### config.mk
export PLATFORM = sky130hd
export DESIGN_NAME = exec_datapath
export DESIGN_NICKNAME = d
export VERILOG_FILES = /design/src/hdl/isa_pkg.sv /design/src/hdl/dp_pkg.sv /design/src/hdl/regfile.sv /design/src/hdl/imm_gen.sv /design/src/hdl/alu32.sv /design/src/hdl/exec_datapath.sv
export SDC_FILE = /design/constraint.sdc
export NUM_CORES = 2
export LEC_CHECK = 0
export BUFFER_PORTS_ARGS = -buffer_cell sky130_fd_sc_hd__buf_2
export CAP_MARGIN = 0
export CORE_ASPECT_RATIO = 1.4
export CORE_MARGIN = 2
export CORE_UTILIZATION = 45
export CTS_CLUSTER_DIAMETER = 30
export CTS_CLUSTER_SIZE = 28
export DETAILED_ROUTE_END_ITERATION = 10
export PLACE_DENSITY = 0.65
export SYNTH_ARGS = -nofsm -noshare
export SYNTH_HDL_FRONTEND = slang
export SYNTH_SLANG_ARGS = --single-unit
### constraint.sdc
create_clock -name clk -period 5.35 [get_ports clk]
set_clock_uncertainty 0.2 [all_clocks]
set_input_delay 0.2675 -clock clk [delete_from_list [all_inputs] [get_ports clk]]
set_output_delay 0.2675 -clock clk [all_outputs]
set_load 0.01 [all_outputs]
### src/hdl/isa_pkg.sv
package isa_pkg;

  // major opcodes
  localparam logic [5:0] OP_ALU  = 6'b100000; // register-register, uses sub_opcode
  localparam logic [5:0] OP_ADDI = 6'b101000;
  localparam logic [5:0] OP_ANDI = 6'b101100;
  localparam logic [5:0] OP_ORI  = 6'b101101;
  localparam logic [5:0] OP_XORI = 6'b101110;
  localparam logic [5:0] OP_MOVI = 6'b100010; // src2 passes straight through

  // sub-opcodes under OP_ALU
  localparam logic [4:0] SUB_ADD = 5'd0;
  localparam logic [4:0] SUB_SUB = 5'd1;
  localparam logic [4:0] SUB_AND = 5'd2;
  localparam logic [4:0] SUB_OR  = 5'd3;
  localparam logic [4:0] SUB_XOR = 5'd4;
  localparam logic [4:0] SUB_NOR = 5'd5;
  localparam logic [4:0] SUB_SLT = 5'd6;  // signed compare
  localparam logic [4:0] SUB_SLL = 5'd8;
  localparam logic [4:0] SUB_SRL = 5'd9;
  localparam logic [4:0] SUB_SRA = 5'd10;

  typedef enum logic [1:0] {
    IMM5_ZE  = 2'b00,
    IMM15_SE = 2'b01,
    IMM15_ZE = 2'b10,
    IMM20_SE = 2'b11
  } imm_kind_e;

  // one 20-bit immediate word, read three ways
  typedef union packed {
    logic [19:0] imm20;
    struct packed {
      logic [4:0]  pad;
      logic [14:0] imm;
    } i15;
    struct packed {
      logic [14:0] pad;
      logic [4:0]  imm;
    } i5;
  } imm_field_u;

endpackage

### src/hdl/dp_pkg.sv
package dp_pkg;

  // writeback source
  typedef enum logic {
    WB_ALU  = 1'b0,
    WB_OPND = 1'b1  // second operand for moves
  } wb_sel_e;

  // second operand source
  localparam logic OPND_REG = 1'b0;
  localparam logic OPND_IMM = 1'b1;

  // controller drives all of this as levels or single-cycle strobes
  typedef struct packed {
    logic                fetch;      // strobe to latch rd1/rd2
    logic                execute;    // strobe to latch the alu result
    logic                writeback;  // strobe to write wa
    isa_pkg::imm_kind_e  imm_kind;
    logic                use_imm;    // OPND_REG or OPND_IMM
    wb_sel_e             wb_sel;
    logic [5:0]          opcode;
    logic [4:0]          sub_opcode;
    logic                pad;
  } dp_ctrl_t;

endpackage

### src/hdl/regfile.sv
`timescale 1ns/10ps

module regfile #(
  parameter int DATA_W = 32,
  parameter int ADDR_W = 5
) (
  input  logic              clk,
  input  logic              arst_n,
  input  logic              fetch,
  input  logic              writeback,
  input  logic [ADDR_W-1:0] ra1,
  input  logic [ADDR_W-1:0] ra2,
  input  logic [ADDR_W-1:0] wa,
  input  logic [DATA_W-1:0] wdata,
  output logic [DATA_W-1:0] rd1,
  output logic [DATA_W-1:0] rd2
);

  localparam int DEPTH = 2 ** ADDR_W;

  logic [DATA_W-1:0] regs [DEPTH];

  // write port
  always_ff @(posedge clk or negedge arst_n) begin
    if (!arst_n) begin
      for (int i = 0; i < DEPTH; i++) begin
        regs[i] <= '0;
      end
    end else if (writeback) begin
      regs[wa] <= wdata;
    end
  end

  // read ports, old data on a same-cycle write
  always_ff @(posedge clk or negedge arst_n) begin
    if (!arst_n) begin
      rd1 <= '0;
      rd2 <= '0;
    end else if (fetch) begin
      rd1 <= regs[ra1];
      rd2 <= regs[ra2];
    end
  end

  // writeback data comes from the top-level mux, so catch X from there
  assert property (
    @(posedge clk) disable iff (!arst_n)
    writeback |-> !$isunknown({wa, wdata})
  ) else $error("regfile: unknown write address or data on writeback");

endmodule

### src/hdl/imm_gen.sv
`timescale 1ns/10ps

module imm_gen #(
  parameter int DATA_W = 32
) (
  input  isa_pkg::imm_field_u imm,
  input  isa_pkg::imm_kind_e  kind,
  output logic [DATA_W-1:0]   imm_ext
);

  logic sign15;
  logic sign20;

  assign sign15 = imm.i15.imm[14];
  assign sign20 = imm.imm20[19];

  always_comb begin
    case (kind)
      isa_pkg::IMM5_ZE: begin
        imm_ext = {{(DATA_W-5){1'b0}}, imm.i5.imm};
      end
      isa_pkg::IMM15_SE: begin
        imm_ext = {{(DATA_W-15){sign15}}, imm.i15.imm};
      end
      isa_pkg::IMM15_ZE: begin
        imm_ext = {{(DATA_W-15){1'b0}}, imm.i15.imm};
      end
      isa_pkg::IMM20_SE: begin
        imm_ext = {{(DATA_W-20){sign20}}, imm.imm20};
      end
      default: begin
        imm_ext = '0; // unreachable, all four kinds decoded
      end
    endcase
  end

endmodule

### src/hdl/alu32.sv
`timescale 1ns/10ps

module alu32 #(
  parameter int DATA_W = 32
) (
  input  logic              clk,
  input  logic              arst_n,
  input  logic              execute,
  input  logic [5:0]        opcode,
  input  logic [4:0]        sub_opcode,
  input  logic [DATA_W-1:0] src1,
  input  logic [DATA_W-1:0] src2,
  output logic [DATA_W-1:0] alu_result,
  output logic              alu_overflow
);

  localparam int SHAMT_W = $clog2(DATA_W);

  logic [DATA_W-1:0]  sum;
  logic [DATA_W-1:0]  diff;
  logic               add_ovf;
  logic               sub_ovf;
  logic               slt;
  logic [SHAMT_W-1:0] shamt;
  logic [DATA_W-1:0]  next_result;
  logic               next_ovf;
  logic               op_valid;

  assign sum   = src1 + src2;
  assign diff  = src1 - src2;
  assign shamt = src2[SHAMT_W-1:0]; // low bits only
  assign slt   = $signed(src1) < $signed(src2);

  // signed wrap: result sign differs from what the operands allow
  assign add_ovf = (src1[DATA_W-1] == src2[DATA_W-1]) &&
                   (sum[DATA_W-1] != src1[DATA_W-1]);
  assign sub_ovf = (src1[DATA_W-1] != src2[DATA_W-1]) &&
                   (diff[DATA_W-1] != src1[DATA_W-1]);

  always_comb begin
    next_result = '0;
    next_ovf    = 1'b0;
    op_valid    = 1'b1;
    case (opcode)
      isa_pkg::OP_ALU: begin
        case (sub_opcode)
          isa_pkg::SUB_ADD: begin
            next_result = sum;
            next_ovf    = add_ovf;
          end
          isa_pkg::SUB_SUB: begin
            next_result = diff;
            next_ovf    = sub_ovf;
          end
          isa_pkg::SUB_AND: next_result = src1 & src2;
          isa_pkg::SUB_OR:  next_result = src1 | src2;
          isa_pkg::SUB_XOR: next_result = src1 ^ src2;
          isa_pkg::SUB_NOR: next_result = ~(src1 | src2);
          isa_pkg::SUB_SLT: next_result = {{(DATA_W-1){1'b0}}, slt};
          isa_pkg::SUB_SLL: next_result = src1 << shamt;
          isa_pkg::SUB_SRL: next_result = src1 >> shamt;
          isa_pkg::SUB_SRA: next_result = $signed(src1) >>> shamt;
          default:          op_valid    = 1'b0;
        endcase
      end
      isa_pkg::OP_ADDI: begin
        next_result = sum;
        next_ovf    = add_ovf;
      end
      isa_pkg::OP_ANDI: next_result = src1 & src2;
      isa_pkg::OP_ORI:  next_result = src1 | src2;
      isa_pkg::OP_XORI: next_result = src1 ^ src2;
      isa_pkg::OP_MOVI: next_result = src2;
      default:          op_valid    = 1'b0; // result stays zero
    endcase
  end

  always_ff @(posedge clk or negedge arst_n) begin
    if (!arst_n) begin
      alu_result   <= '0;
      alu_overflow <= 1'b0;
    end else if (execute) begin
      alu_result   <= next_result;
      alu_overflow <= next_ovf;
    end
  end

  // controller should never issue an undefined operation
  assert property (
    @(posedge clk) disable iff (!arst_n)
    execute |-> op_valid
  ) else $error("alu32: execute with undefined opcode %0h / sub-opcode %0h",
                opcode, sub_opcode);

endmodule

### src/hdl/exec_datapath.sv
`timescale 1ns/10ps

module exec_datapath #(
  parameter int DATA_W = 32,
  parameter int ADDR_W = 5
) (
  input  logic                clk,
  input  logic                arst_n,
  input  dp_pkg::dp_ctrl_t    ctrl,
  input  logic [ADDR_W-1:0]   ra1,
  input  logic [ADDR_W-1:0]   ra2,
  input  logic [ADDR_W-1:0]   wa,
  input  isa_pkg::imm_field_u imm,
  output logic [DATA_W-1:0]   alu_result,
  output logic                alu_overflow
);

  logic [DATA_W-1:0] rd1;
  logic [DATA_W-1:0] rd2;
  logic [DATA_W-1:0] imm_ext;
  logic [DATA_W-1:0] src2;
  logic [DATA_W-1:0] wdata;

  regfile #(
    .DATA_W (DATA_W),
    .ADDR_W (ADDR_W)
  ) i_regfile (
    .clk       (clk),
    .arst_n    (arst_n),
    .fetch     (ctrl.fetch),
    .writeback (ctrl.writeback),
    .ra1       (ra1),
    .ra2       (ra2),
    .wa        (wa),
    .wdata     (wdata),
    .rd1       (rd1),
    .rd2       (rd2)
  );

  imm_gen #(
    .DATA_W (DATA_W)
  ) i_imm_gen (
    .imm     (imm),
    .kind    (ctrl.imm_kind),
    .imm_ext (imm_ext)
  );

  // operand select
  assign src2 = (ctrl.use_imm == dp_pkg::OPND_IMM) ? imm_ext : rd2;

  alu32 #(
    .DATA_W (DATA_W)
  ) i_alu (
    .clk          (clk),
    .arst_n       (arst_n),
    .execute      (ctrl.execute),
    .opcode       (ctrl.opcode),
    .sub_opcode   (ctrl.sub_opcode),
    .src1         (rd1),
    .src2         (src2),
    .alu_result   (alu_result),
    .alu_overflow (alu_overflow)
  );

  // writeback select, honoured on the write port
  assign wdata = (ctrl.wb_sel == dp_pkg::WB_OPND) ? src2 : alu_result;

endmodule

==> flow_metrics.env <==
export IMPL_outcome="completed"
export IMPL_syn_nets=6448
export IMPL_place_gp_congestion=1.04
export IMPL_vias=53400
export IMPL_ys_ff_latch=1121
export IMPL_whs_ns=0.0477
export IMPL_hp_start="imm[8]"
export IMPL_fp_coreArea_mm2=0.146
export IMPL_worst_setup_path_type="flop to flop"
export IMPL_worstReg2RegStart="i_regfile.rd2[0]$_DFFE_PN0P_"
export IMPL_max_freq_mhz=197
export IMPL_end_kind="flop"
export IMPL_start_util=0.452
export IMPL_grt_pass1_vias=54000
export IMPL_async_flop_share=1.00
export IMPL_cts_max_level=4
export IMPL_setup_viol=0
export IMPL_fin_nets=6325
export IMPL_cts_tree="done"
export IMPL_final_common_cell="nand2_1"
export IMPL_cp_max_fo=5
export IMPL_clk_latency_ns=0.81
export IMPL_slowest_delay_ns=0.57
export IMPL_crit_chain="mux2i_4 -> inv_2 -> ha_1 -> fa_1 -> a21o_1 -> a221oi_2 -> o21ai_1 -> a2111oi_2 -> buf_4 -> o31a_1 -> nor3_1 -> a211oi_1 -> xnor2_1 -> nand2_1 -> a41oi_1 -> dlygate4sd3_1"
export IMPL_rr_worst_depth=16
export IMPL_antenna_found_initial=5
export IMPL_dieArea_mm2=0.149
export IMPL_grt_pass1_wl_mm=360
export IMPL_tightestPinTransition_ns=1.34
export IMPL_fill_cells=12800
export IMPL_synth_area_leader_cell="dfrtp_1"
export IMPL_grt_total_usage=0.327
export IMPL_drc=0
export IMPL_synth_edf_count=0
export IMPL_grt_max_degree=159
export IMPL_peakVddDrop_mv=0.255
export IMPL_ys_types=86
export IMPL_synth_area_leaders="dfrtp_1 43%, mux4_2 22%, o21ai_0 8.9%"
export IMPL_areaGrowthSynthToFinish_pct=13.9
export IMPL_synth_top_cell_area_share=0.427
export IMPL_critPathRequiredTime_ns=5.88
export IMPL_min_to="i_alu.alu_result[8]$_DFFE_PN0P_"
export IMPL_die_h_um=456
export IMPL_die_w_um=327
export IMPL_cts_buffers=169
export IMPL_root_buffer="clkbuf_16"
export IMPL_finalSetupTns_ns=0
export IMPL_cp_start_kind="flop"
export IMPL_worstHoldPathCells=6
export IMPL_stdcell_area_mm2=0.0749
export IMPL_hold_viol=0
export IMPL_post_cts_setup_buffers=0
export IMPL_crit_path_top_delay_cell="dlygate4sd3_1"
export IMPL_io_pin_count=89
export IMPL_rsz0062_at_grt="no"
export IMPL_grt_overflow=0
export IMPL_netlist_instances=6293
export IMPL_clk_pin_slew_ns=0.05
export IMPL_clock_sinks=1121
export IMPL_final_cell_mix="1227 x nand2_1, 1148 x o21ai_0, 1121 x dfrtp_1, 648 x mux4_2, 289 x nor2_1"
export IMPL_period_minus_slack_ns=5.08
export IMPL_netlist_area_mm2=0.0658
export IMPL_rows=166
export IMPL_place_hpwl_mm=151
export IMPL_ys_flop_type="dfrtp_1"
export IMPL_critPathArrivalTime_ns=5.62
export IMPL_place_area_mm2=0.0685
export IMPL_firstDrtPassIters=8
export IMPL_wl_mm=243
export IMPL_yosys_warnings=0
export IMPL_port_buffers=87
export IMPL_vias_per_cell=6.47
export IMPL_cts_buffer_depth=3
export IMPL_drive_gt1_frac=0.212
export IMPL_fin_crit_sh=0.950
export IMPL_avgRoutedWirePerCell_um=29.5
export IMPL_powerDensity_mw_per_mm2=380
export IMPL_drt_antenna_violating_nets=0
export IMPL_p_leak_nw=32.0
export IMPL_hold_class="input pin to flop"
export IMPL_drv_slew=0
export IMPL_drt_iter0_drc=5610
export IMPL_yosysSeqAreaShare=0.427
export IMPL_syn_avg_cell_area_um2=10.4
export IMPL_r2r_setup_slack_ns=0.27
export IMPL_cap_violations=0
export IMPL_r2r_end="i_alu.alu_result[28]$_DFFE_PN0P_"
export IMPL_maxSlewHeadroom=0.109
critical path: cells and delay by family, from the launching register on:
family,cells,cell delay (ns)
AO/OA/AOI/OAI,7,1.98
XOR/XNOR,1,0.15
adder cells (fa/ha/maj),2,0.83
buffers and inverters,3,0.86
flip-flops,1,0.46
multiplexers,1,0.29
AND/OR/NAND/NOR,2,0.26
stage by stage:
step	setup slack [ns]	util	cells	total power, mW
5_1_grt	0.115	0.515	8249	29.6
6_report	0.268	0.515	8252	28.5
3_3_place_gp	0.394	0.471	7906	16.5
2_1_floorplan	0.920	-	6293	14.6
4_1_cts	0.180	0.514	8248	28.5
3_5_place_dp	0.300	0.471	7906	16.7
metal layers:
layer | global-route usage | wire, µm
met5 | 0 | 28
met4 | 0.208 | 18000
met3 | 0.0705 | 20700
met2 | 0.522 | 115000
met1 | 0.405 | 89800
cell type report:
| cell class | count | area (µm²) | share of cell area |
|---|---|---|---|
| tap | 1932 | 2420 | 0.0323 |
| timing repair buffer | 308 | 2480 | 0.0331 |
| clock inverter | 110 | 1450 | 0.0193 |
| inverter | 97 | 364 | 0.00486 |
| sequential | 1121 | 28100 | 0.374 |
| multi-input combinational | 4473 | 35500 | 0.474 |
| antenna | 4 | 10.0 | 0.000134 |
| clock buffer | 207 | 4660 | 0.0623 |
what timing repair did:
action / CTS / global route
resized for setup: 0 / 1
endpoints found under the hold margin: 192 / 0
hold buffers: 25 / 0
setup endpoints to repair: 0 / 1
how the worst max path moves through the flow:
| stage | from | end | slack (ns) | depth (start not counted) |
|---|---|---|---|---|
| after global routing | i_regfile.rd2[0]$_DFFE_PN0P_ | i_alu.alu_result[28]$_DFFE_PN0P_ | 0.12 | 16 |
| after floorplan | ctrl[13] | i_alu.alu_result[28]$_DFFE_PN0P_ | 0.92 | 17 |
| final | i_regfile.rd2[0]$_DFFE_PN0P_ | i_alu.alu_result[28]$_DFFE_PN0P_ | 0.27 | 16 |
| after detailed placement | ctrl[13] | i_alu.alu_result[26]$_DFFE_PN0P_ | 0.30 | 16 |
| after global placement | ctrl[13] | i_alu.alu_result[26]$_DFFE_PN0P_ | 0.39 | 16 |
| after CTS | i_regfile.rd2[0]$_DFFE_PN0P_ | i_alu.alu_result[28]$_DFFE_PN0P_ | 0.18 | 16 |
Yosys cell counts (all sizes together) (4+ instances only):
cell,count
mux2,7
a22o,8
o21a,19
and3,9
nand3,25
o211ai,50
mux2i,182
o41ai,4
o221ai,17
nand2b,9
o311ai,7
o31ai,13
o21ai,1178
a21o,17
nor2,292
nor2b,15
o2bb2ai,8
nand2,1259
xnor2,32
o22ai,20
o21bai,20
nor3b,9
mux4,648
a21boi,6
nand4,8
ha,97
a222oi,13
or3,13
clkbuf,500
and2,10
a22oi,21
buf,102
nor4,14
a41oi,5
a221oi,36
dfrtp,1121
a31oi,23
a221o,16
a2111oi,9
nor3,39
inv,95
o2111ai,12
a21oi,235
a211oi,26
logic make-up after synthesis:
group | count (synthesis) | synth area share
XOR/XNOR | 35 | 0.00466
multiplexers | 837 | 0.251
flip-flops | 1121 | 0.427
AO/OA/AOI/OAI | 1784 | 0.153
buffers and inverters | 699 | 0.0409
adder cells (fa/ha/maj) | 99 | 0.0191
AND/OR/NAND/NOR | 1718 | 0.104
power breakdown:
part           leakage [nW]  total [mW]  internal (mW)  switching, mW
clock                  2.95        11.8           7.19           4.58
sequential             14.9        10.7           9.69          0.965
combinational          14.2        6.07           2.66           3.41
flip-flops by register name, indices dropped and copies added, names as in the netlist:
signal              count
i_regfile.rd1          32
i_alu.alu_overflow      1
i_regfile.regs       1024
i_regfile.rd2          32
i_alu.alu_result       32
Note: power is estimated with default switching activity, not from simulation.
